==> config.mk <==
export PLATFORM = sky130hd
export DESIGN_NAME = hilo
export DESIGN_NICKNAME = d
export VERILOG_FILES = /design/src/source/cpu_settings.svh /design/src/source/hilo.sv
export SDC_FILE = /design/constraint.sdc
export NUM_CORES = 1
export LEC_CHECK = 0
export BUFFER_PORTS_ARGS = -buffer_cell sky130_fd_sc_hd__buf_2
export CAP_MARGIN = 20
export CELL_PAD_IN_SITES_DETAIL_PLACEMENT = 1
export CELL_PAD_IN_SITES_GLOBAL_PLACEMENT = 2
export CORE_UTILIZATION = 28
export DETAILED_ROUTE_END_ITERATION = 7
export GPL_ROUTABILITY_DRIVEN = 0
export PLACE_DENSITY = 0.85
export SETUP_SLACK_MARGIN = 0.5
export SYNTH_ARGS = -nofsm -noshare
export SYNTH_HDL_FRONTEND = slang
export SYNTH_SLANG_ARGS = --single-unit
==> constraint.sdc <==
create_clock -name clk -period 1.2 [get_ports clk]
set_input_delay 0.12 -clock clk [delete_from_list [all_inputs] [get_ports clk]]
set_output_delay 0.12 -clock clk [all_outputs]
set_load 0.01 [all_outputs]
==> src/source/cpu_settings.svh <==
`ifndef CPU_SETTINGS_SVH
`define CPU_SETTINGS_SVH

// first fetch address after reset
`define CPU_RESET_PC 32'h0000_0000

// general registers, register 0 included
`define CPU_REG_NUM 32

// data path and address width
`define CPU_XLEN 32

`endif

==> src/source/hilo.sv <==
`timescale 1ns/1ns

module hilo (
	input  logic        clk,
	input  logic        rst,
	input  logic        we,
	input  logic [63:0] wdata,
	output logic [63:0] rdata
);

	// hi in the upper word, lo in the lower
	logic [63:0] value;

	always_ff @(posedge clk) begin
		if (rst) begin
			value <= '0;
		end else if (we) begin
			value <= wdata;
		end
	end

	// write-through
	assign rdata = we ? wdata : value;

endmodule

==> flow_summary.toml <==
[outcome]
status = "complete, no violations"

[sta]
slew_headroom = 0.6073
setup_viol = 0
fin_skew_ps = 0
slew_violations = 0
max_freq_ghz = 0.8527
finalCriticalPeriod_ps = 1173
finalCritPeriodShare = 0.9773
hold_slack_ps = 153.9
fin_tns_setup_ps = 0
layout_setup_ws_ps = 27.27
rsz0062_at_grt = "true"
tightest_slew_ps = 589.1
hold_viol_final = 0

[die]
dieArea_mm2 = 0.01016
ioPinCount = 131
die_w_um = 100.8
start_util = 0.2930
die_h_um = 100.8
rows = 35
core_region_area_mm2 = 0.009328

[worst_setup_path]
critical_path_class = "flip-flop to output port"
path_cells = "mux2_4, buf_6"
reg2reg_slack_ps = 160
r2r_cells = 4
crit_arrival_ps = 1050
cp_max_fo = 2
start_kind = "flip-flop"
critPathTopFamily = "flip-flops"
critPathRequiredTime_ps = 1080
cp_num_buf_inv = 1
slowest_delay_ps = 320
slowest_stage = "dfxtp_2"
r2r-start = "value[39]"
worst_setup_path_end_kind = "output port"
rr_endpoint = "value[39]"

[clocking]
clock_sinks = 64
cts_buffers = 9
h-tree-depth = 3
clk_path_buf_depth = 2
root_buffer = "clkbuf_8"
insertion_delay_ps = 320
path_clk_slew_ps = 70
cts_hold_buffers = 0
tritoncts = "yes"

[hold_path]
hold_end = "value[50]"
hold_path_class = "input pin to flip-flop"
worstHoldStart = "wdata[50]"
hold_depth = 3

[synth]
synth-simple-area-share = 0.1465
netlist_instances = 206
synth_xor_area_frac = 0
synth_area_per_cell_um2 = 13.27
seq_area_frac_synth = 0.4689
yosys.area_share.adder = 0
ys_warn_count = 0
ys_types = 6
synthesis.nets = 273
synth_mux_area_frac = 0.3462
synth_top_family_by_area = "multiplexers"
ys_ff_latch = 64
synth_compound_area_frac = 0
synth_area_mm2 = 0.002733

[placement]
dp_hpwl_um = 4268
place_area_mm2 = 0.003525
dpl_worst_slack_ps = 71.29
port_buffers = 130

[drt]
drt_wl_total_um = 7099
drc = 0
routed_via_density = 4.244
num_vias = 2050
first_pass_iters = 4
post_drt_wl_per_cell_um = 14.70
first_iter_violations = 23
antenna_left = 0

[global_routing]
grt-ovfl-total = 0
grt_pass1_wl_um = 10430
track_usage = 0.1333
grt_pass1_vias = 2070
grt_max_degree = 65
antenna_found_initial = 0

[finish]
regArea_mm2 = 0.001330
n_antenna_cell = 0
regMostFlops = "value"
reg_top3 = "value (64)"
fin_area_mm2 = 0.004582
nets = 417
syn_to_final_growth_pct = 67.67
fillers = 992
multi_input_area_mm2 = 0.001677
drive_gt1_frac = 0.8616
largest_reg_flops = 64

[power_and_ir_drop]
peakVddDrop_mv = 0.4425
p_per_area_mw_per_mm2 = 1138
leakagePower_nw = 2.186

[run]
max_cap_viol_count = 0
[cell families (layout without fill, tap and decap cells)]
family                 Yosys count  after routing
flip-flops                      64             64
AND/OR/NAND/NOR                 64             64
buffers and inverters           14            162
multiplexers                    64             64
[cells in the mapped netlist (all sizes together)]
cell type	count	area, um2
clkbuf	7	26.28
mux2	64	945.9
buf	7	78.83
nor2b	64	400.4
dfxtp	64	1281
[routing by layer]
layer / vias up / share of wire / wire [um] / track usage
met4: 0 / 0.0096 / 68 / 0.05351
met2: 79 / 0.52 / 3701 / 0.2165
met1: 1006 / 0.41 / 2876 / 0.1658
li1: 958 / - / - / -
met3: 7 / 0.064 / 452 / 0.03883
met5: - / 0 / 0 / 0
[how the worst max path moves through the flow]
stage               from         to  slack, ps  depth (start not counted)
2_1_floorplan         we  value[10]        240                          4
3_3_place_gp          we  rdata[61]         90                          4
3_5_place_dp          we  rdata[61]         70                          4
4_1_cts        value[58]  rdata[58]          9                          2
5_1_grt        value[53]  rdata[53]        -20                          2
6_report       value[53]  rdata[53]         30                          2
[final cells by class]
| type | instances | area share |
|---|---|---|
| clock inverters | 4 | 0.004915 |
| multi-input cells | 128 | 0.3659 |
| clock buffers | 11 | 0.02867 |
| well taps | 129 | 0.03523 |
| flip-flops and latches | 64 | 0.2903 |
| repair buffers | 147 | 0.2750 |
[per-stage QoR]
stage,cells,total power [mW],util
2_1_floorplan,206,2.946,-
3_3_place_gp,457,3.242,0.3779
3_5_place_dp,457,3.261,0.3779
4_1_cts,475,5.109,0.4444
5_1_grt,483,5.511,0.4912
6_report,483,5.215,0.4912
[placed cells by master, fill, tap and decap left out]
cell	n
buf_4	4
mux2_4	64
dfxtp_1	25
clkinvlp_4	1
buf_12	3
buf_6	75
clkinv_2	3
dfxtp_2	39
clkbuf_8	9
clkbuf_1	2
buf_2	65
nor2b_4	42
nor2b_1	22
[where the power goes]
part	internal [mW]	switching [mW]	leakage [nW]
combinational	0.884	0.501	1.56
sequential	2.26	0.0372	0.542
clock	0.729	0.800	0.0789
total	3.88	1.34	2.19
[worst reg2reg max path: stages (launching register included)]
cell and delay (ps):
dfxtp_2 310, mux2_4 280, buf_6 120, buf_6 100, nor2b_4 110
[timing repair]
item / 4_1_cts / 5_1_grt
gates resized for setup: 77 / 103
endpoints found under the setup margin: 128 / 128
buffers inserted: 3 / 8
pin swaps: 0 / 0
Note: power is estimated with default switching activity, not from simulation.
