--- config.mk ---
export PLATFORM = sky130hd
export DESIGN_NAME = regfile
export DESIGN_NICKNAME = d
export VERILOG_FILES = /design/src/source/regfile.sv
export VERILOG_INCLUDE_DIRS = /design/src /design/src/source
export SDC_FILE = /design/constraint.sdc
export NUM_CORES = 2
export LEC_CHECK = 0
export BUFFER_PORTS_ARGS = -buffer_cell sky130_fd_sc_hd__buf_2
export CAP_MARGIN = 5
export CELL_PAD_IN_SITES_DETAIL_PLACEMENT = 1
export CELL_PAD_IN_SITES_GLOBAL_PLACEMENT = 2
export CORE_MARGIN = 1.5
export CORE_UTILIZATION = 42
export CTS_CLUSTER_DIAMETER = 30
export DETAILED_ROUTE_END_ITERATION = 10
export MAX_ROUTING_LAYER = met4
export PLACE_DENSITY_LB_ADDON = 0.1
export SETUP_SLACK_MARGIN = 0.05
export SLEW_MARGIN = 20
export SYNTH_ARGS = -nofsm -noshare
export SYNTH_HDL_FRONTEND = slang
export SYNTH_SLANG_ARGS = --single-unit
export TNS_END_PERCENT = 5
--- constraint.sdc ---
create_clock -name clk -period 2.3 [get_ports clk]
set_input_delay 0.23 -clock clk [delete_from_list [all_inputs] [get_ports clk]]
set_output_delay 0.23 -clock clk [all_outputs]
set_load 0.005 [all_outputs]
--- src/source/cpu_settings.svh ---
`ifndef CPU_SETTINGS_SVH
`define CPU_SETTINGS_SVH

// first fetch address after reset
`define CPU_RESET_PC 32'h0000_0000

// general registers, register 0 included
`define CPU_REG_NUM 32

// data path and address width
`define CPU_XLEN 32

`endif

--- src/source/regfile.sv ---
`include "cpu_settings.svh"
`timescale 1ns/1ns

module regfile (
	input  logic        clk,
	input  logic        rst,
	input  logic [4:0]  raddr_a,
	input  logic [4:0]  raddr_b,
	output logic [31:0] rdata_a,
	output logic [31:0] rdata_b,
	input  logic        we,
	input  logic [4:0]  waddr,
	input  logic [31:0] wdata
);

	// register 0 is not stored
	logic [`CPU_XLEN-1:0] regs [1:`CPU_REG_NUM-1];

	// same-cycle write shows up on the read port
	function automatic logic [31:0] read_port(input logic [4:0] addr);
		if (addr == 5'd0)
			return '0;
		if (we && (addr == waddr))
			return wdata;
		return regs[addr];
	endfunction

	always_ff @(posedge clk) begin
		if (rst) begin
			for (int i = 1; i < `CPU_REG_NUM; i++) begin
				regs[i] <= '0;
			end
		end else if (we && (waddr != 5'd0)) begin
			regs[waddr] <= wdata;
		end
	end

	always_comb begin
		rdata_a = read_port(raddr_a);
		rdata_b = read_port(raddr_b);
	end

endmodule

==> flow_summary.ini <==
[status]
status = complete, but fails checks
violations = setup timing

[sta]
slew_headroom_pct = 40.1
hold_violations = 0
finalCriticalPeriod_ns = 3.18
final.period_utilization_pct = 138
tightest_slew_ns = 0.894
slew_violations = 0
rsz0062_at_grt = true
fmax_ghz = 0.315
setup_viol = 64
setup_ws_ns = -0.876

[grt]
grt_max_degree = 37
overflow = 0
grt_pass1_vias = 42900
antenna_found_initial = 27
grt_first_pass_wirelength_mm = 335
grtUsageTotal_pct = 38.0

[power_and_ir_drop]
vdd_drop_max_uv = 890
total_power_uw = 68100
power_density_nw_per_um2 = 928
p_leak_uw = 0.0273

[cts]
cts_buffer_depth = 4
clockRootBuffer = clkbuf_16
htree_num_levels = 5
cts_tree = done
cts_sinks = 1024
path_clk_slew_ns = 0.04
numCtsBuffers = 277

[place]
gp_congestion = 0.946
dp_slack_ns = -0.790
hpwl_mm = 159
io_buffers = 113

[floorplan]
fp.dieW_um = 364
dieArea_um2 = 132000
dieHeight_um = 364
core_um2 = 129000
start_util_pct = 42.3
ios = 114
rows = 132

[final_layout]
regMostFlops = regs
drive_gt1_share_pct = 38.2
nets = 4440
top_regs = regs (1024)
largest_register_ffs = 1024
area_growth_pct = 34.1

[setup_path]
arrival_ns = 2.95
cp_slowest_cell = mux4_2
cp-start-kind = register
cp_top_family = compound AO/OA/AOI/OAI gates
path_cells = mux4_2 > a22o_1 > a2111oi_4 > buf_4 > a21oi_2 > a22o_4 > buf_6
path_class = register to output pin
cp_max_fo = 2
cp_data_required_time_ns = 2.07
setup.worst_path.end_class = output pin
path_buf_inv = 2
crit_path_max_incr_delay_ns = 0.50

[routing]
final_antenna_net_count = 0
wl_per_cell_um = 38.5
met3_length_mm = 21.0
drt_first_pass_iters = 5
vias = 40600
drt_wl_total_mm = 244
drc = 0
drt_iter0_drc = 5434
viasPerCell = 6.40
wl_met1_mm = 92.5
route.met2.wl_mm = 115
highest_layer = met4

[worst_hold_path]
worstHoldStart = wdata[23]
worst_hold_path.num_cells = 2
whs_endpoint = regs[0][23]
hold_class = primary input to register

[logic_synthesis]
async_flop_share_pct = 0
synth_cells = 3740
ys.flop_type = edfxtp_1
synth_warnings = 0
synth_edf_count = 1024
synth_area_um2 = 54700
syn_area_per_cell_um2 = 14.6
ys_seq_elements = 1024
yosysSeqAreaShare_pct = 56.2
ys_types = 50

[run]
drv_cap = 0
-- cell usage after synthesis (12+ instances only) --
library cell  instances  share of area (%)
edfxtp_1           1024                 56
and2_1              994                 11
mux4_2              388                 16
clkbuf_1            303                2.1
mux2i_1             281                5.1
a22oi_1             133                1.8
a21oi_1              78               0.71
buf_2                70               0.64
a22o_1               55               0.88
nor2_1               44               0.30
o221ai_1             42               0.67
o22ai_1              41               0.47
nand2_1              36               0.25
or2_2                33               0.38
a2111oi_0            24               0.38
buf_4                20               0.27
o221a_2              18               0.37
buf_1                14              0.096
a221o_1              13               0.24
nand3_1              12               0.11
-- worst max-delay path by stage --
| stage | from | end | slack (ns) | depth (start not counted) |
|---|---|---|---|---|
| floorplan | raddr_a[0] | rdata_a[10] | 0.04 | 9 |
| global placement | raddr_a[0] | rdata_a[22] | -0.90 | 9 |
| detailed placement | raddr_a[0] | rdata_a[22] | -0.79 | 9 |
| CTS | regs[13][9] | rdata_a[9] | -0.90 | 7 |
| global route | regs[8][14] | rdata_a[14] | -0.92 | 7 |
| finish | regs[13][9] | rdata_a[9] | -0.88 | 7 |
-- per-stage QoR --
step / TNS [ns] / hold WS, ns / utilization (%) / std cells / instance area (µm²)
2_1_floorplan: 0 / 0.329 / - / 3771 / 54800
3_3_place_gp: -24.31 / 0.654 / 48.5 / 5813 / 62700
3_5_place_dp: -25.71 / 0.647 / 48.5 / 5813 / 62700
4_1_cts: -45.29 / 0.0363 / 56.6 / 6328 / 73200
5_1_grt: -46.98 / 0.0576 / 56.7 / 6333 / 73400
6_report: -43.17 / 0.0727 / 56.8 / 6337 / 73400
-- layout make-up --
class / instances / area [µm²]
Timing Repair Buffer: 753 / 7650
Fill cell: 12000 / 55900
Multi-Input combinational cell: 2332 / 23700
Clock inverter: 159 / 1920
Antenna cell: 9 / 22.5
Clock buffer: 316 / 7180
Inverter: 2 / 7.51
Tap cell: 1742 / 2180
Sequential cell: 1024 / 30700
-- placed cells by master (no fill, tap or decap), types with 34 or more instances in the layout --
master and instances:
mux4_2 388, a21oi_1 43, bufinv_16 41, nor2_4 34, o22ai_1 41, buf_12 165, a22oi_1 102, buf_2 94
edfxtp_1 1024, clkbuf_16 282, buf_4 442, clkbuf_1 34, mux2i_1 279, clkinv_2 43, nand2_1 35, and2_1 994
a22o_1 39
-- cell families after synthesis --
family,Yosys count,share of synthesized area [%]
simple gates,1147,12.7
flops,1024,56.2
mux,674,21.2
compound gates,469,6.45
buf+inv,415,3.23
xor+xnor,10,0.160
other cells,1,0.00685
-- power breakdown --
| part | total [µW] | switching (µW) | leakage [µW] | internal (µW) |
|---|---|---|---|---|
| Combinational | 7620 | 4270 | 0.0132 | 3350 |
| Clock | 38300 | 11600 | 0.00440 | 26700 |
| Sequential | 22200 | 590 | 0.00975 | 21600 |
| Total | 68100 | 16400 | 0.0273 | 51700 |
-- per-layer routing --
metal	GRT usage, %	vias to the layer above
li1	-	15900
met1	47.2	21500
met2	58.9	2554
met3	6.52	628
met4	21.8	0
met5	-	-
-- timing repair --
item | 4_1_cts | 5_1_grt
setup endpoints to repair | 64 | 64
pin swaps | 112 | 9
hold buffers | 31 | 0
resized for setup | 203 | 18
hold endpoints to repair | 339 | 0
cloned | 0 | 0
setup buffers | 10 | 0
Power figures use the tool's default switching activity.
