--- src/source/cpu_settings.svh ---
`ifndef CPU_SETTINGS_SVH
`define CPU_SETTINGS_SVH

// first fetch address after reset
`define CPU_RESET_PC 32'h0000_0000

// general registers, register 0 included
`define CPU_REG_NUM 32

// data path and address width
`define CPU_XLEN 32

`endif

--- src/source/cpu_pkg.sv ---
package cpu_pkg;

	// decoded operation class, one per pipeline slot
	typedef enum logic [3:0] {
		OP_NOP,
		OP_ALU,
		OP_LW,
		OP_SW,
		OP_MULT,
		OP_MFHI,
		OP_MFLO,
		OP_BEQ,
		OP_BNE
	} op_t;

	// alu function
	typedef enum logic [2:0] {
		ALU_ADD,
		ALU_SUB,
		ALU_AND,
		ALU_OR,
		ALU_XOR,
		ALU_SLT,
		// upper half load, operand b shifted up
		ALU_LUI
	} alu_op_t;

	// wishbone master state
	typedef enum logic {
		BUS_IDLE,
		BUS_WAIT
	} bus_state_t;

endpackage

--- src/source/mem_access.sv ---
`timescale 1ns/1ns

module mem_access (
	input  logic         clk,
	input  logic         rst,
	input  cpu_pkg::op_t op,
	input  logic [31:0]  addr,
	input  logic [31:0]  store_data,
	output logic         wb_cyc,
	output logic         wb_stb,
	output logic         wb_we,
	output logic [31:0]  wb_adr,
	output logic [31:0]  wb_dat_o,
	output logic [3:0]   wb_sel,
	input  logic [31:0]  wb_dat_i,
	input  logic         wb_ack,
	output logic [31:0]  load_data,
	output logic         stall_req
);
	import cpu_pkg::*;

	bus_state_t state;
	logic       done;
	logic       is_mem;
	logic       start;

	assign is_mem = (op == OP_LW) || (op == OP_SW);
	// done marks the access of the instruction still sitting in MEM
	assign start = (state == BUS_IDLE) && is_mem && !done;
	assign stall_req = start || (state == BUS_WAIT);
	assign wb_sel = 4'hf;

	always_ff @(posedge clk) begin
		if (rst) begin
			state <= BUS_IDLE;
			done <= 1'b0;
			wb_cyc <= 1'b0;
			wb_stb <= 1'b0;
			wb_we <= 1'b0;
		end else begin
			case (state)
			BUS_IDLE: begin
				done <= 1'b0;
				if (start) begin
					state <= BUS_WAIT;
					wb_cyc <= 1'b1;
					wb_stb <= 1'b1;
					wb_we <= (op == OP_SW);
				end
			end
			BUS_WAIT: begin
				if (wb_ack) begin
					state <= BUS_IDLE;
					done <= 1'b1;
					wb_cyc <= 1'b0;
					wb_stb <= 1'b0;
				end
			end
			default: state <= BUS_IDLE;
			endcase
		end
	end

	always_ff @(posedge clk) begin
		if (start) begin
			wb_adr <= addr;
			wb_dat_o <= store_data;
		end
		if ((state == BUS_WAIT) && wb_ack)
			load_data <= wb_dat_i;
	end

endmodule

--- config.mk ---
export PLATFORM = sky130hd
export DESIGN_NAME = mem_access
export DESIGN_NICKNAME = d
export VERILOG_FILES = /design/src/source/cpu_settings.svh /design/src/source/cpu_pkg.sv /design/src/source/mem_access.sv
export SDC_FILE = /design/constraint.sdc
export NUM_CORES = 1
export LEC_CHECK = 0
export BUFFER_PORTS_ARGS = -buffer_cell sky130_fd_sc_hd__clkbuf_2
export CORE_ASPECT_RATIO = 1.75
export CORE_MARGIN = 3
export CORE_UTILIZATION = 37
export CTS_BUF_LIST = sky130_fd_sc_hd__clkbuf_16
export CTS_CLUSTER_DIAMETER = 150
export DETAILED_ROUTE_END_ITERATION = 10
export GPL_ROUTABILITY_DRIVEN = 0
export PLACE_DENSITY_LB_ADDON = 0.12
export SLEW_MARGIN = 20
export SYNTH_ARGS = -nofsm -noshare
export SYNTH_HDL_FRONTEND = slang
export SYNTH_SLANG_ARGS = --single-unit
--- constraint.sdc ---
create_clock -name clk -period 1.8 [get_ports clk]
set_input_delay 0.18 -clock clk [delete_from_list [all_inputs] [get_ports clk]]
set_output_delay 0.18 -clock clk [all_outputs]
set_load 0.02 [all_outputs]
==> impl_metrics.json <==
{
  "status": "completed",
  "drt_iter0_drc": 144,
  "antenna_found_initial": 0,
  "path_clk_slew_ns": 0.06,
  "cts_sinks": 100,
  "finalHoldViolCount": 0,
  "cap_viol_max_count": 0,
  "p_int_w": 0.00394,
  "critical_path_class": "flop to primary output",
  "critical_path.slowest_cell": "dfxtp_1",
  "finalCritPeriodShare_pct": 87.3,
  "seq_area_frac_synth_pct": 95.6,
  "clkPwrFrac_pct": 40.2,
  "cp-end-kind": "primary output",
  "post_drt_via_cell_ratio": 4.34,
  "yosysWarnings": 0,
  "cts_tree": "built",
  "cts.htree.levels": 3,
  "coreArea_um2": 8020,
  "syn_area_per_cell_um2": 25.8,
  "overflow": 0,
  "numCtsBuffers": 9,
  "core.rowCount": 43,
  "dp_slack_ns": 0.360,
  "leakagePower_nw": 1.99,
  "fin_skew_ns": 0.00373,
  "wirelength_um": 6900,
  "wl_per_cell_um": 15.9,
  "grt_pass1_vias": 1914,
  "start_util_pct": 38.6,
  "fp.dieW_um": 75.2,
  "path_buf_inv": 1,
  "drt-pass1-iter-count": 4,
  "path_cells": "nor4_2 -> nand2_1 -> or2b_2 -> clkbuf_2",
  "worst_slack_ns": 0.229,
  "finalNetCount": 441,
  "finalPower_w": 0.00488,
  "die_area_um2": 9550,
  "pin_count": 207,
  "via_count": 1881,
  "detail-route-antenna-nets": 0,
  "die_h_um": 127,
  "sw_frac_of_total_pct": 19.2,
  "placed_cell_area_um2": 4230,
  "cts_max_path_buffers": 2,
  "crit_fanout": 5,
  "portBuffers": 202,
  "synthesis.area_um2": 3100,
  "final-max-slew-violation-count": 0,
  "p_switching_w": 0.000939,
  "min_path_type": "input port to flop",
  "power.density_nw_per_um2": 1070,
  "diodes": 0,
  "route.detailed.drc": 0,
  "drive_gt1_share_pct": 64.7,
  "final_common_cell": "clkbuf_2",
  "fin_tns_setup_ns": 0,
  "pwr-share-seq_pct": 53.9,
  "combPwrFrac_pct": 5.9,
  "crit_required_ns": 1.62,
  "slowest_delay_ns": 0.33,
  "finalSetupViolCount": 0,
  "path_delay_family": "simple AND/OR/NAND/NOR gates",
  "ir_drop_mv": 0.855,
  "max_freq_ghz": 0.636,
  "clockRootBuffer": "clkbuf_16",
  "grt.total_usage_pct": 14.6,
  "grt_pass1_wl_um": 9720,
  "critPathLaunchType": "flop",
  "final_cell_mix": "clkbuf_2, edfxtp_1, clkbuf_16",
  "min_period_ns": 1.57,
  "clkLatencyLatePin_ns": 0.33,
  "arrival_ns": 1.39,
  "synth_cells": 120,
  "grt_setup_unrepaired": "false",
  "timing.reg2reg.setup_slack_ns": 0.36,
  "dp_hpwl_um": 5350,
  "syn_to_final_growth_pct": 47.8,
  "grt_max_degree": 54,
  "ys_types": 15,
  "postLayoutCellArea_um2": 4580,
  "ys_ff_latch": 100
}
[metal layers]
layer / GRT usage, % / vias to the layer above / wire length (um)
met1: 14.4 / 850 / 2120
li1: - / 895 / -
met5: 0 / - / 0
met2: 24.6 / 127 / 3750
met3: 7.95 / 9 / 878
met4: 6.49 / 0 / 150
[worst paths after layout]
kind | end | from | depth (start not counted)
worst max-delay path | stall_req | state$_SDFF_PP0_ | 4
worst min-delay path | load_data[26]$_DFFE_PP_ | wb_dat_i[26] | 1
worst max register to register | wb_dat_o[8]$_DFFE_PP_ | state$_SDFF_PP0_ | 4
worst min register to register | wb_stb$_SDFFE_PP0P_ | wb_stb$_SDFFE_PP0P_ | 2
[layout make-up]
cell class              instances  area, um2
flip-flops and latches        100       2960
multi-input cells              17        105
clock buffers                   9        225
well taps                      90        113
clock inverters                 7       83.8
repair buffers                209       1090
inverters                       1       3.75
fillers                       660       3440
[power groups by stage]
| stage | logic (W) | registers (W) | clock network, W |
|---|---|---|---|
| floorplan | 0.0000486 | 0.00275 | 0 |
| global placement | 0.000285 | 0.00268 | 0 |
| global route | 0.000318 | 0.00264 | 0.00212 |
| CTS | 0.000288 | 0.00263 | 0.00203 |
| finish | 0.000289 | 0.00263 | 0.00196 |
| detailed placement | 0.000288 | 0.00268 | 0 |
[stage by stage]
stage,util [%],hold WS [ns],cells
finish,57.1,0.0164,433
global route,57.1,0.000423,433
CTS,56.6,0.000772,429
detailed placement,52.8,0.359,413
global placement,52.8,0.357,413
floorplan,-,0.249,123
[synth_stat cells, drive strengths merged]
| cell type | number | area (um2) |
|---|---|---|
| edfxtp | 96 | 2880 |
| buf | 5 | 37.5 |
| dfxtp | 4 | 80.1 |
| nand2b | 3 | 18.8 |
| a21oi | 2 | 10.0 |
| or2b | 2 | 16.3 |
| and2 | 1 | 7.51 |
| conb | 1 | 3.75 |
| inv | 1 | 3.75 |
| mux2i | 1 | 10.0 |
| nand2 | 1 | 3.75 |
| nor2 | 1 | 3.75 |
| nor3b | 1 | 7.51 |
| nor4 | 1 | 12.5 |
[cell families after synthesis]
| group | Yosys count | synth area share (%) |
|---|---|---|
| flops | 100 | 95.6 |
| simple gates | 10 | 2.26 |
| buf+inv | 6 | 1.33 |
| compound gates | 2 | 0.323 |
| mux | 1 | 0.323 |
| other cells | 1 | 0.121 |
[flip-flops by register name (all words and copies together) (netlist names)]
name,count
wb_stb,1
wb_we,1
done,1
wb_adr,32
wb_dat_o,32
load_data,32
state,1
[repair_timing]
action                    4_1_cts  5_1_grt
resized for setup               0        0
setup buffers                   0        0
hold endpoints to repair        0        4
hold buffers                    0        4
Note: power is estimated with default switching activity, not from simulation.
