[src/source/cpu_settings.svh]
`ifndef CPU_SETTINGS_SVH
`define CPU_SETTINGS_SVH

// first fetch address after reset
`define CPU_RESET_PC 32'h0000_0000

// general registers, register 0 included
`define CPU_REG_NUM 32

// data path and address width
`define CPU_XLEN 32

`endif

[src/source/cpu_pkg.sv]
package cpu_pkg;

	// decoded operation class, one per pipeline slot
	typedef enum logic [3:0] {
		OP_NOP,
		OP_ALU,
		OP_LW,
		OP_SW,
		OP_MULT,
		OP_MFHI,
		OP_MFLO,
		OP_BEQ,
		OP_BNE
	} op_t;

	// alu function
	typedef enum logic [2:0] {
		ALU_ADD,
		ALU_SUB,
		ALU_AND,
		ALU_OR,
		ALU_XOR,
		ALU_SLT,
		// upper half load, operand b shifted up
		ALU_LUI
	} alu_op_t;

	// wishbone master state
	typedef enum logic {
		BUS_IDLE,
		BUS_WAIT
	} bus_state_t;

endpackage

[src/source/pipeline_ctrl.sv]
`timescale 1ns/1ns

module pipeline_ctrl (
	input  logic [4:0]   id_rs,
	input  logic [4:0]   id_rt,
	input  cpu_pkg::op_t ex_op,
	input  logic [4:0]   ex_rd,
	input  logic         branch_taken,
	input  logic         mem_stall,
	output logic         stall_if,
	output logic         stall_id,
	output logic         stall_ex,
	output logic         stall_mem,
	output logic         flush_if,
	output logic         flush_ex
);
	import cpu_pkg::*;

	logic load_use;

	// load data only exists once the lw is in WB
	assign load_use = (ex_op == OP_LW) && (ex_rd != 5'd0) &&
		((ex_rd == id_rs) || (ex_rd == id_rt));

	// bus stall freezes the whole pipe
	assign stall_mem = mem_stall;
	assign stall_ex = mem_stall;
	assign stall_id = mem_stall || load_use;
	assign stall_if = mem_stall || load_use;

	assign flush_ex = load_use && !mem_stall;
	// wrong-path fetch behind the delay slot
	assign flush_if = branch_taken && !mem_stall;

endmodule

[config.mk]
export PLATFORM = sky130hd
export DESIGN_NAME = pipeline_ctrl
export DESIGN_NICKNAME = d
export VERILOG_FILES = /design/src/source/cpu_settings.svh /design/src/source/cpu_pkg.sv /design/src/source/pipeline_ctrl.sv
export SDC_FILE = /design/constraint.sdc
export NUM_CORES = 1
export LEC_CHECK = 0
export BUFFER_PORTS_ARGS = -buffer_cell sky130_fd_sc_hd__buf_4
export CELL_PAD_IN_SITES_DETAIL_PLACEMENT = 2
export CELL_PAD_IN_SITES_GLOBAL_PLACEMENT = 2
export CORE_AREA = 2 2 42 44
export DETAILED_ROUTE_END_ITERATION = 16
export DIE_AREA = 0 0 44 46
export GPL_TIMING_DRIVEN = 0
export PLACE_DENSITY_LB_ADDON = 0.1
export SLEW_MARGIN = 20
export SYNTH_ARGS = -nofsm -noshare
export SYNTH_HDL_FRONTEND = slang
export SYNTH_SLANG_ARGS = --single-unit
[constraint.sdc]
create_clock -name vclk -period 1.35
set_clock_uncertainty 0.1 [all_clocks]
set_input_delay 0.135 -clock vclk [all_inputs]
set_output_delay 0.135 -clock vclk [all_outputs]
set_load 0.05 [all_outputs]
==> results.md, run 1 <==
| Result | Reported |
| --- | --- |
| Outcome | finished with violations |
| Failing checks | setup timing |
| Via count of the first global-routing pass | 315 |
| Worst path arrival time | 1290 ps |
| Pre-CTS worst setup slack | -313 ps |
| Synth Instances | 24 |
| Unrepaired setup endpoints after global routing | yes |
| Effective utilization at floorplan | 11.1% |
| Final hold violation count | 0 |
| Global route overflow | 0 |
| Top-Level Pins | 27 |
| Cell area after synthesis | 179 um2 |
| Residual DRC count | 0 |
| Number of antenna violations at the first check in global routing | 0 |
| Startpoint type of the worst setup path | input pin |
| Util after Layout | 30.7% |
| Number of pins exceeding their max-slew limit in the final report | 0 |
| GPL Wtd Cong | 0.674 |
| Global-route usage over all layers | 8.59% |
| Full die area | 2020 um2 |
| Post-detailed-placement cell area | 419 um2 |
| Path type of the worst min-delay path | input pin to primary output |
| Maximum vdd drop | 0.0944 mV |
| Number of fillers in the final layout | 195 |
| Nets@finish | 76 |
| Setup_tns | -474 ps |
| Vias post-DR | 280 |
| Number of input and output port buffers inserted | 27 |
| Max Cap Violations | 0 |
| Syn Nets | 45 |
| Maximum net fanout on the critical path | 3 |
| Residual antenna-violating net count after detailed routing | 0 |
| Fin area | 495 um2 |
| Storage element area | 0 um2 |
| Core Area | 1610 um2 |
| Row Count | 15 |
| Worst setup slack after layout | -179 ps |
| Floorplan die height | 46 um |
| Cell type with the highest aggregate area in the netlist | xor2_1 |
| Share of the yosys chip area belonging to registers | 0% |
| Adder-cell share of the synthesized area | 0% |
| Simple logic cell fraction of the synthesized area | 25.2% |
| Main combinational cell family by area after synthesis | XOR/XNOR gates |
| Final wirelength | 861 um |
| Leakage | 0.000230 uW |
| Ratio of cells with drive above 1 in the final layout | 73.6% |
| Sequential cell count | 0 |
| Max-Slew Margin vs Limit | 78.2% |
| Number of synthesis warnings | 0 |
| Top cells by area, synth | xor2_1, buf_4, nor3_1 |
| N_diodes | 0 |
| Horizontal die dimension | 44 um |
| Number of detailed-route iterations in the first pass | 1 |
| Maximum clock frequency | 654 MHz |
| DRT iter0 DRCs | 0 |
| First-pass GRT wire length | 1310 um |
| Post-Synth XOR/XNOR Area | 49.0% |
| Leading cell types by count after synthesis | xor2_1, buf_4, nor3_1, nor2_1 |
| Clock tree buffer count of the final layout | 0 |
| Post-layout minimum cycle time | 1530 ps |
| Crit share post-route | 113% |
| Mean instance size in the synthesized netlist | 7.46 um2 |
| Yosys cell types | 10 |
| Transition time at the pin with the least slew margin | 326 ps |
| Per-cell routed wire length | 12.3 um |
| Top-count cell post-synth | xor2_1 |
| Hold buffers post-CTS | 0 |
| Vias per Instance | 4.00 |
| Pwr Density | 338 nW/um2 |
| # setup viols final | 3 |
| Compound-cell area share of the yosys netlist | 13.3% |
| Type of element capturing the critical path | primary output |
| Required time of the critical path | 1120 ps |
| Area share of the largest cell type after synthesis | 49.0% |
| Pin count of the biggest net entering global routing | 6 |
| Mux cell area share after synthesis | 0% |
| Critical Setup Path Class | input pin to primary output |
| HPWL after detailed placement | 744 um |
| P&R area growth vs syn | 177% |
-- critical path, cell delays in order --
cell	delay, ps
buf_8	100
or4_4	540
o21ai_4	180
o21bai_4	70
buf_6	120
buf_8	140
-- routing by layer --
layer | part of all wire, % | wire, um | global-route usage (%)
met1 | 28 | 243 | 7.67
met2 | 63 | 539 | 20.0
met3 | 9.1 | 78 | 1.59
met4 | 0 | 0 | 0
met5 | 0 | 0 | 0
-- through the flow --
stage | hold slack (ps) | power (uW) | cells
6_report | 466 | 168 | 70
5_1_grt | 479 | 180 | 70
4_1_cts | 470 | 163 | 70
3_5_place_dp | 504 | 148 | 68
3_3_place_gp | 498 | 143 | 68
2_1_floorplan | 272 | 70.6 | 24
-- timing repair --
action | CTS | global route
buffers inserted | 2 | 0
resized for setup | 10 | 4
pin swaps | 3 | 3
endpoints found under the setup margin | 3 | 3
-- cell families (layout without fill, tap and decap cells) --
group,count (synthesis),count (layout)
compound gates,3,3
simple gates,8,8
buf+inv,3,32
xor+xnor,10,10
-- path summary, 6_finish.rpt --
check | start | end | slack (ps) | cells past startpoint
hold / removal | mem_stall | flush_ex | 470 | 3
setup / recovery | ex_rd[1] | stall_if | -180 | 6
-- area by class of cell --
type               count  area, um2  area share [%]
well taps             17       21.3            4.29
repair buffers        29        248            50.0
plain buffers          3       26.3            5.30
multi-input cells     21        200            40.4
-- power breakdown --
group / total [uW] / internal, uW / switching [uW]
clock: 0 / 0 / 0
sequential: 0 / 0 / 0
combinational: 168 / 89.3 / 78.4
-- cells in the final DEF (no fill, tap or decap), drive strengths merged --
master,n
buf,32
xor2,10
nor3,3
nor2,2
a22oi,1
or4,1
nor4b,1
o21ai,1
nor2b,1
o21bai,1
Note: power is estimated with default switching activity, not from simulation.
==> run 2, diff against run 1 <==
==> constraint.sdc (replaced) <==
create_clock -name vclk -period 1.7
set_clock_uncertainty 0.1 [all_clocks]
set_input_delay 0.17 -clock vclk [all_inputs]
set_output_delay 0.17 -clock vclk [all_outputs]
set_load 0.05 [all_outputs]
==> run 2 against run 1 <==
Effect of this change:
- the flow now finishes without violations
- critical path depth did not move
- critical path type unchanged
- critical endpoint unchanged
- count of clock-buffer cells in the layout did not move
- design area fell by 12%
- flip-flop and latch count did not move
- largest cell class unchanged
- die area did not move
- combinational power fell by 31%
- first-iteration DRC count did not move
==> results.md, run 2 (synthesized netlist as in run 1, its figures left out) <==
| Result | Reported |
| --- | --- |
| Max Cap Violations | 0 |
| P&R area growth vs syn | 144% |
| Number of detailed-route iterations in the first pass | 1 |
| Unrepaired setup endpoints after global routing | no |
| Beginning of the critical path | ex_rd[1] |
| # setup viols final | 0 |
| Crit share post-route | 97.3% |
| Full die area | 2020 um2 |
| Maximum clock frequency | 604 MHz |
| Most frequent cells in the layout | buf_4, xor2_1, nor3_1, nor2_1 |
| Number of fillers in the final layout | 191 |
| Startpoint type of the worst setup path | input pin |
| Path type of the worst min-delay path | input pin to primary output |
| Number of antenna violations at the first check in global routing | 0 |
| Worst Hold Launch | mem_stall |
| Floorplan die height | 46 um |
| Number of pins exceeding their max-slew limit in the final report | 0 |
| Number of cells in the design after placement | 68 |
| Setup_tns | 0 ps |
| Hold buffers post-CTS | 0 |
| Nets@finish | 75 |
| Global route overflow | 0 |
| Cell family with the largest share of critical-path delay | simple AND/OR/NAND/NOR gates |
| Type of element capturing the critical path | primary output |
| Storage element area | 0 um2 |
| Max-Slew Margin vs Limit | 78.4% |
| Sequential cell count | 0 |
| Top-Level Pins | 27 |
| Number of input and output port buffers inserted | 27 |
| Required time of the critical path | 1430 ps |
| DRT iter0 DRCs | 0 |
| Leakage | 0.000212 uW |
| Pwr Density | 267 nW/um2 |
| Effective utilization at floorplan | 11.1% |
| Row Count | 15 |
| Final hold violation count | 0 |
| Fin area | 437 um2 |
| Vias post-DR | 269 |
| Pin count of the biggest net entering global routing | 6 |
| Maximum net fanout on the critical path | 3 |
| Horizontal die dimension | 44 um |
| Worst setup slack after layout | 45.5 ps |
| Final wirelength | 751 um |
| Final hold slack | 572 ps |
| Critical Setup Path Class | input pin to primary output |
| Vias per Instance | 3.90 |
| Pre-CTS worst setup slack | -17.8 ps |
| Most common library cell in the layout ignoring fill and taps | buf_4 |
| Via count of the first global-routing pass | 270 |
| GPL Wtd Cong | 0.665 |
| Critical Path Slowest Stage Cell | or4_4 |
| Largest stage delay on the critical path | 540 ps |
| Transition time at the pin with the least slew margin | 323 ps |
| Worst path arrival time | 1380 ps |
| Dominant cell type by count on the critical path | buf_4 |
| N_diodes | 0 |
| Critical path buffers and inverters | 3 |
| Residual DRC count | 0 |
| Post-detailed-placement cell area | 412 um2 |
| Clock tree buffer count of the final layout | 0 |
| Per-cell routed wire length | 10.9 um |
| Residual antenna-violating net count after detailed routing | 0 |
| Critical path, cell by cell | buf_4 -> or4_4 -> o21ai_4 -> o21bai_2 -> buf_4 -> buf_4 |
| Global-route usage over all layers | 7.45% |
| Post-layout minimum cycle time | 1650 ps |
| HPWL after detailed placement | 709 um |
| First-pass GRT wire length | 1140 um |
| Core Area | 1610 um2 |
| Non-Filler Instances | 69 |
| Maximum vdd drop | 0.0931 mV |
| Ratio of cells with drive above 1 in the final layout | 69.2% |
| Outcome | complete, no violations |
run 2: path summary, 6_finish.rpt:
| check | to | slack, ps | cells after the start |
|---|---|---|---|
| max | stall_if | 50 | 6 |
| min | flush_ex | 570 | 3 |
run 2: cell type report:
| class | count | area [um2] | share of cell area [%] |
|---|---|---|---|
| Multi-Input combinational cell | 21 | 183 | 41.8 |
| Timing Repair Buffer | 28 | 210 | 48.1 |
| Buffer | 3 | 22.5 | 5.16 |
| Tap cell | 17 | 21.3 | 4.87 |
run 2: stage by stage:
step	utilization, %	total power [uW]
4_1_cts	26.2	117
6_report	27.1	116
2_1_floorplan	-	54.1
3_3_place_gp	25.5	112
5_1_grt	27.1	126
3_5_place_dp	25.5	115
run 2: timing repair:
action,in CTS,in global routing
gates resized for setup,1,2
setup buffers,1,0
pin swaps,1,1
hold endpoints to repair,0,0
setup endpoints to repair,1,2
run 2: power breakdown:
part / switching [uW] / leakage [uW] / internal (uW) / total, uW
clock network: 0 / 0 / 0 / 0
registers: 0 / 0 / 0 / 0
logic: 56.1 / 0.000212 / 60.3 / 116
total: 56.1 / 0.000212 / 60.3 / 116
run 2: metal layers:
layer	vias to the layer above	global-route usage [%]	share of wire, %
li1	136	-	-
met1	119	9.53	34
met2	14	14.7	58
met3	0	0	7.5
met4	0	0	0
met5	-	0	0
