==> src/source/cpu_settings.svh <==
`ifndef CPU_SETTINGS_SVH
`define CPU_SETTINGS_SVH

// first fetch address after reset
`define CPU_RESET_PC 32'h0000_0000

// general registers, register 0 included
`define CPU_REG_NUM 32

// data path and address width
`define CPU_XLEN 32

`endif

==> src/source/cpu_pkg.sv <==
package cpu_pkg;

	// decoded operation class, one per pipeline slot
	typedef enum logic [3:0] {
		OP_NOP,
		OP_ALU,
		OP_LW,
		OP_SW,
		OP_MULT,
		OP_MFHI,
		OP_MFLO,
		OP_BEQ,
		OP_BNE
	} op_t;

	// alu function
	typedef enum logic [2:0] {
		ALU_ADD,
		ALU_SUB,
		ALU_AND,
		ALU_OR,
		ALU_XOR,
		ALU_SLT,
		// upper half load, operand b shifted up
		ALU_LUI
	} alu_op_t;

	// wishbone master state
	typedef enum logic {
		BUS_IDLE,
		BUS_WAIT
	} bus_state_t;

endpackage

==> src/source/instr_decode.sv <==
`timescale 1ns/1ns

module instr_decode (
	input  logic [31:0]      instr,
	input  logic [31:0]      pc,
	output logic [4:0]       raddr_a,
	output logic [4:0]       raddr_b,
	input  logic [31:0]      rdata_a,
	input  logic [31:0]      rdata_b,
	output cpu_pkg::op_t     op,
	output cpu_pkg::alu_op_t alu_op,
	output logic [31:0]      src_a,
	output logic [31:0]      src_b,
	output logic             imm_sel,
	output logic [31:0]      imm,
	output logic [4:0]       rd,
	output logic [4:0]       rs,
	output logic [4:0]       rt,
	output logic [31:0]      branch_target
);
	import cpu_pkg::*;

	logic [5:0]  opcode;
	logic [5:0]  funct;
	logic [31:0] simm;
	logic [31:0] zimm;

	assign opcode = instr[31:26];
	assign funct = instr[5:0];
	assign rs = instr[25:21];
	assign rt = instr[20:16];
	assign simm = {{16{instr[15]}}, instr[15:0]};
	assign zimm = {16'h0000, instr[15:0]};

	assign raddr_a = rs;
	assign raddr_b = rt;
	assign src_a = rdata_a;
	assign src_b = rdata_b;

	// offset counts from the delay slot
	assign branch_target = pc + 32'd4 + {simm[29:0], 2'b00};

	always_comb begin
		op = OP_NOP;
		alu_op = ALU_ADD;
		imm_sel = 1'b0;
		imm = simm;
		rd = 5'd0;
		case (opcode)
		6'h00: begin
			rd = instr[15:11];
			case (funct)
			6'h21: op = OP_ALU;
			6'h23: begin
				op = OP_ALU;
				alu_op = ALU_SUB;
			end
			6'h24: begin
				op = OP_ALU;
				alu_op = ALU_AND;
			end
			6'h25: begin
				op = OP_ALU;
				alu_op = ALU_OR;
			end
			6'h26: begin
				op = OP_ALU;
				alu_op = ALU_XOR;
			end
			6'h2a: begin
				op = OP_ALU;
				alu_op = ALU_SLT;
			end
			6'h10: op = OP_MFHI;
			6'h12: op = OP_MFLO;
			6'h18: op = OP_MULT;
			default: op = OP_NOP;
			endcase
			// mult and unknown functs write no register
			if (op == OP_MULT || op == OP_NOP)
				rd = 5'd0;
		end
		6'h09, 6'h0d, 6'h0f, 6'h23: begin
			op = (opcode == 6'h23) ? OP_LW : OP_ALU;
			imm_sel = 1'b1;
			rd = rt;
			if (opcode == 6'h0d) begin
				alu_op = ALU_OR;
				imm = zimm;
			end else if (opcode == 6'h0f) begin
				alu_op = ALU_LUI;
				imm = zimm;
			end
		end
		6'h2b: begin
			op = OP_SW;
			imm_sel = 1'b1;
		end
		6'h04: op = OP_BEQ;
		6'h05: op = OP_BNE;
		default: op = OP_NOP;
		endcase
	end

endmodule

==> config.mk <==
export PLATFORM = sky130hd
export DESIGN_NAME = instr_decode
export DESIGN_NICKNAME = d
export VERILOG_FILES = /design/src/source/cpu_settings.svh /design/src/source/cpu_pkg.sv /design/src/source/instr_decode.sv
export SDC_FILE = /design/constraint.sdc
export NUM_CORES = 1
export LEC_CHECK = 0
export BUFFER_PORTS_ARGS = -buffer_cell sky130_fd_sc_hd__buf_2
export CAP_MARGIN = 20
export CORE_AREA = 2 2 113 115
export DETAILED_ROUTE_END_ITERATION = 8
export DIE_AREA = 0 0 115 117
export PLACE_DENSITY_LB_ADDON = 0.12
export SLEW_MARGIN = 10
export SYNTH_ARGS = -nofsm -noshare
export SYNTH_HDL_FRONTEND = slang
export SYNTH_SLANG_ARGS = --single-unit
==> constraint.sdc <==
create_clock -name vclk -period 4.3
set_clock_uncertainty 0.15 [all_clocks]
set_input_delay 0.215 -clock vclk [all_inputs]
set_output_delay 0.215 -clock vclk [all_outputs]
set_load 0.01 [all_outputs]
==> results of run 1 <==
-- area by class of cell --
class	instances	area, um2	area share [%]
repair buffers	142	711	23.6
well taps	150	188	6.23
inverters	10	37.5	1.25
multi-input cells	269	2080	68.9
-- metal layers --
layer	vias up	global-route usage, %
met2	119	20.6
met1	1202	15.4
met4	0	2.17
li1	1351	-
met3	32	1.24
met5	-	0
-- power by group through the flow --
stage	combinational (W)	sequential, W	clock, W
CTS	0.000555	0	0
global route	0.000617	0	0
floorplan	0.000446	0	0
detailed placement	0.000551	0	0
global placement	0.000556	0	0
finish	0.000542	0	0
-- kinds of logic (layout without fill, tap and decap cells) --
family | after synthesis | count (layout)
AOI/OAI and AO/OA | 101 | 101
xor gates and xnor gates | 30 | 30
adders and majority gates | 58 | 58
buffers and inverters | 134 | 152
and+or+nand+nor | 80 | 80
-- worst paths after layout --
kind               startpoint           endpoint  slack [ns]  cells past startpoint
hold / removal    rdata_a[12]          src_a[12]        0.28                      0
setup / recovery     instr[1]  branch_target[31]        0.72                     13
-- stage by stage --
step / std cells / total power [W] / instance area [um2] / setup slack (ns) / utilization, %
after floorplan: 403 / 0.000446 / 3020 / 1.33 / -
after global placement: 571 / 0.000556 / 3010 / 0.714 / 24.5
after detailed placement: 571 / 0.000551 / 3010 / 0.697 / 24.5
after CTS: 571 / 0.000555 / 3010 / 0.681 / 24.5
after global routing: 571 / 0.000617 / 3010 / 0.476 / 24.5
final: 571 / 0.000542 / 3010 / 0.717 / 24.5
-- worst max-delay path, stage by stage --
cell,delay [ns]
buf_2,0.16
ha_1,0.31
ha_1,0.25
fa_1,0.42
a21oi_1,0.18
o21ai_0,0.17
a221oi_2,0.38
o221ai_2,0.17
a21oi_2,0.32
a21oi_2,0.15
a211oi_2,0.22
xnor2_1,0.13
buf_2,0.15
-- Yosys cell counts, types with 3 or more instances --
cell type / number
xor2_1: 9
buf_4: 117
nor3_1: 5
a21o_1: 10
nor2_1: 22
ha_1: 57
nand3b_1: 3
nand2b_1: 3
inv_1: 10
a21oi_2: 4
a21oi_1: 35
xnor2_1: 21
a22o_1: 5
nand4_1: 6
o21bai_1: 4
nand2_1: 20
a31oi_1: 4
o21ai_0: 15
o21a_1: 5
nand3_1: 6
clkbuf_1: 7
nor2b_1: 7
==> metrics.txt, run 1 <==
max layer used met4; internal power 0.000232 W; slew margin rel. 47.1%; main combinational cell family by area after synthesis buffers and inverters; vias per inst 4.74; commonest non-fill, non-tap cell in the layout buf_2; post-synthesis sequential area ratio 0%; Synth Instances 403; multiplexer share of the synthesized area 0%; CLK BUF 0; crit path max fanout 9; Starting DRT DRC Count 162; Antenna Nets Post-Route 0; met3 WL 690 um; M1 WL 3620 um; DR WL/cell 14.8 um; WP data arrival 3.22 ns; Fmax 279 MHz; global-route usage over all layers 11.6%; Yosys top cell by area buf_4; metal2 WL 3980 um; vias in the first global route 2530; Clock Power Share 0%; setup bufs post-CTS 0; Hold WS 0.280 ns; Worst IR Drop VDD 47.5 uV; Post-Synth Simple-Gate Area 13.2%; unrepaired setup endpoints after global routing false; Synth cell types 45; die width 115 um; xor and xnor area share after synthesis 8.71%; Slew @ Worst Pin 0.793 ns; commonest non-fill, non-tap cells in the layout 142 x buf_2, 57 x ha_1, 35 x a21oi_1, 22 x nor2_1, 21 x xnor2_1; GRT overflow 0; drt drc 0; Sw Share 57.2%; run status finished, final reports clean; DRT Wirelength 8450 um; largest cells by area after synthesis buf_4 29%, ha_1 24%, xnor2_1 6.1%; Ys Warns 0; Psw 0.000310 W; Critical Path Sink Type primary output; Die ar. 13500 um2; final period utilization 83.3%; Rows 41; last weighted congestion value of the routability-driven placer 0.760; cell area power density 180 nW/um2; Syn Area/Cell 7.49 um2; fin nets 609; Layout area overhead -0.207%; FILL cells 1411; crit start category primary input; num sequential 0; Synth Area in Compound Gates 22.6%; Net Count, Synth 589; hold_buf cts 0; Final Hold Vio Count 0; Vias 2704; largest net degree at the start of global routing 19; Comb pwr share 100.0%; total of max-cap violations 0; Cell Area, Synth 3020 um2; final setup vio count 0; share of cells above drive strength 1 36.8%; Pleak 1.57 nW; Die Height 117 um; setup total negative slack 0 ns; antenna violations before repair 0; post_cts resized 0; initial core utilization 24.5%; Sequential Power Share 0%; DRT Pass-1 Iters 4; I/O Buffers 142; Final HPWL DP 7450 um; Slew Limit Fails 0; minimum clock period after layout 3.58 ns; global-route wire length before repair 12900 um; Hold Path Class in2out; Synth top area share 29.1%; WP data required 3.93 ns; CORE AREA 12300 um2; I/O Pins 289; Crit Path Class in2out; # diodes 0; Reg area 0 um2; Synth Area in Adders 24.3%
(Power assumes the default switching activity.)
==> run 2, diff against run 1 <==
--- a/config.mk
+++ b/config.mk
@@ -5,11 +5,12 @@
 export SDC_FILE = /design/constraint.sdc
 export NUM_CORES = 1
 export LEC_CHECK = 0
+export ABC_AREA = 1
 export BUFFER_PORTS_ARGS = -buffer_cell sky130_fd_sc_hd__buf_2
 export CAP_MARGIN = 20
-export CORE_AREA = 2 2 113 115
+export CORE_MARGIN = 1
+export CORE_UTILIZATION = 30
 export DETAILED_ROUTE_END_ITERATION = 8
-export DIE_AREA = 0 0 115 117
 export PLACE_DENSITY_LB_ADDON = 0.12
 export SLEW_MARGIN = 10
 export SYNTH_ARGS = -nofsm -noshare
==> constraint.sdc (replaced) <==
create_clock -name vclk -period 3.5
set_clock_uncertainty 0.15 [all_clocks]
set_input_delay 0.175 -clock vclk [all_inputs]
set_output_delay 0.175 -clock vclk [all_outputs]
set_load 0.01 [all_outputs]
==> run 2 against run 1 <==
Synthesized area rose by 25%; cell count is 52% higher; clock-buffer cell count stayed put; largest cell class unchanged; largest power group unchanged.
==> metrics.txt, run 2 <==
Ys Warns 0; minimum clock period after layout 2.67 ns; I/O Buffers 142; HP Start instr[25]; Comb pwr share 100.0%; Final Power 0.000753 W; Slew Limit Fails 0; Final HPWL DP 9860 um; DR WL/cell 12.4 um; DRT Pass-1 Iters 4; Die ar. 13100 um2; largest net degree at the start of global routing 19; Yosys top cell by area buf_4; most instantiated library cell after synthesis nand2_1; global-route usage over all layers 16.1%; DRT Wirelength 10800 um; # diodes 0; num sequential 0; CLK BUF 0; post_cts resized 0; crit path max fanout 4; global-route wire length before repair 17100 um; Worst IR Drop VDD 89.9 uV; Hold Path Class in2out; Hold Crit Depth 0; setup bufs post-CTS 0; vias in the first global route 3655; Crit Path Class in2out; FILL cells 1397; Die Height 114 um; Cell Area, Synth 3780 um2; run status finished, final reports clean; hold_buf cts 0; Syn Area/Cell 5.61 um2; crit start category primary input; slew margin rel. 73.3%; post-synthesis sequential area ratio 0%; vias per inst 4.33; largest cells by area after synthesis buf_4 23%, nand2_1 23%, ha_1 19%; Sw Share 62.6%; WP data required 3.17 ns; unrepaired setup endpoints after global routing false; WP data arrival 2.35 ns; Synth cell types 29; Slew @ Worst Pin 0.400 ns; internal power 0.000282 W; Final Hold Vio Count 0; Antenna Nets Post-Route 0; Clock Power Share 0%; commonest non-fill, non-tap cell in the layout nand2_1; antenna violations before repair 0; Synth Instances 674; CORE AREA 12200 um2; share of cells above drive strength 1 23.0%; I/O Pins 289; Psw 0.000472 W; Hold WS 0.200 ns; die width 114 um; Pleak 2.61 nW; fin nets 887; Sequential Power Share 0%; final period utilization 76.4%; Critical Path Sink Type primary output; cell repeated most along the worst path nand2_1; GRT overflow 0; Rows 40; Worst Setup SP instr[0]; Worst Hold Path EP raddr_a[4]; total of max-cap violations 0; commonest non-fill, non-tap cells in the layout 232 x nand2_1, 142 x buf_2, 112 x inv_1, 57 x ha_1, 47 x nor2_1; initial core utilization 31.1%; final setup vio count 0; setup total negative slack 0 ns; Vias 3756; cell area power density 197 nW/um2; CP cell instances buf_2, inv_1, ha_1, inv_1, ha_1, fa_1, nand3_1, nand3_2, nand2_1, nand2_1, nand3_1, nand2_1, xor2_1, buf_2; last weighted congestion value of the routability-driven placer 0.843; Synth top cells by count 232 x nand2_1, 117 x buf_4, 112 x inv_1, 57 x ha_1, 47 x nor2_1; Reg area 0 um2; Starting DRT DRC Count 125; Layout area overhead 1.13%; drt drc 0; Synth top area share 23.2%; Worst path slowest cell fa_1; Critical Path Max Stage Delay 0.45 ns; Fmax 374 MHz; Net Count, Synth 860
## run 2: cell count changes after synthesis, sizes merged, moves of 4 or more
cell	delta
inv	+103
nor2	+31
a21o	-9
o21ai	-13
o21a	-5
xor2	+5
nand2	+216
a31oi	-4
xnor2	-18
nor2b	-7
nand3	+33
a22o	-5
a21oi	-21
clkbuf	-7
## run 2: through the flow
step | util, % | instance area [um2] | worst slack [ns] | instances
after floorplan | - | 3780 | 1.41 | 674
after global placement | 31.4 | 3820 | 0.835 | 867
after detailed placement | 31.4 | 3820 | 0.869 | 867
after CTS | 31.4 | 3820 | 0.849 | 867
after global routing | 31.4 | 3820 | 0.660 | 867
final | 31.4 | 3820 | 0.827 | 867
## run 2: logic make-up (layout without fill, tap and decap cells)
logic type,after synthesis,count (layout),share of synthesized area [%]
AND/OR/NAND/NOR,343,343,38.3
XOR/XNOR,17,17,3.94
buffers and inverters,230,255,34.5
adder cells (fa/ha/maj),58,58,19.4
AO/OA/AOI/OAI,26,26,3.87
## run 2: area by class of cell
| type | count | area (um2) | area share, % |
|---|---|---|---|
| inverters | 113 | 424 | 11.1 |
| multi-input cells | 444 | 2480 | 64.8 |
| repair buffers | 142 | 711 | 18.6 |
| well taps | 168 | 210 | 5.50 |
## run 2: how the worst max path moves through the flow
| stage | slack, ns | cells after the start | to |
|---|---|---|---|
| 2_1_floorplan | 1.41 | 10 | branch_target[17] |
| 3_3_place_gp | 0.84 | 14 | branch_target[17] |
| 3_5_place_dp | 0.87 | 12 | branch_target[17] |
| 4_1_cts | 0.85 | 12 | branch_target[17] |
| 5_1_grt | 0.66 | 12 | branch_target[30] |
| 6_report | 0.83 | 14 | branch_target[17] |
## run 2: power groups by stage
stage / registers, W / clock network [W] / logic [W]
after floorplan: 0 / 0 / 0.000600
after global placement: 0 / 0 / 0.000766
after detailed placement: 0 / 0 / 0.000762
after CTS: 0 / 0 / 0.000766
after global routing: 0 / 0 / 0.000857
final: 0 / 0 / 0.000753
## run 2: metal layers
| layer | share of wire, % | vias up | GRT usage (%) |
|---|---|---|---|
| met5 | 0 | - | 0 |
| met4 | 2.2 | 0 | 3.38 |
| met3 | 6.3 | 24 | 1.75 |
| met2 | 45 | 144 | 28.8 |
| met1 | 46 | 1578 | 20.7 |
| li1 | - | 2010 | - |
## run 2: worst max-delay path: cells and delay by family
family                   cells  cell delay, ns
AND/OR/NAND/NOR              6            0.61
XOR/XNOR                     1            0.23
buffers and inverters        4            0.47
adder cells (fa/ha/maj)      3            0.88
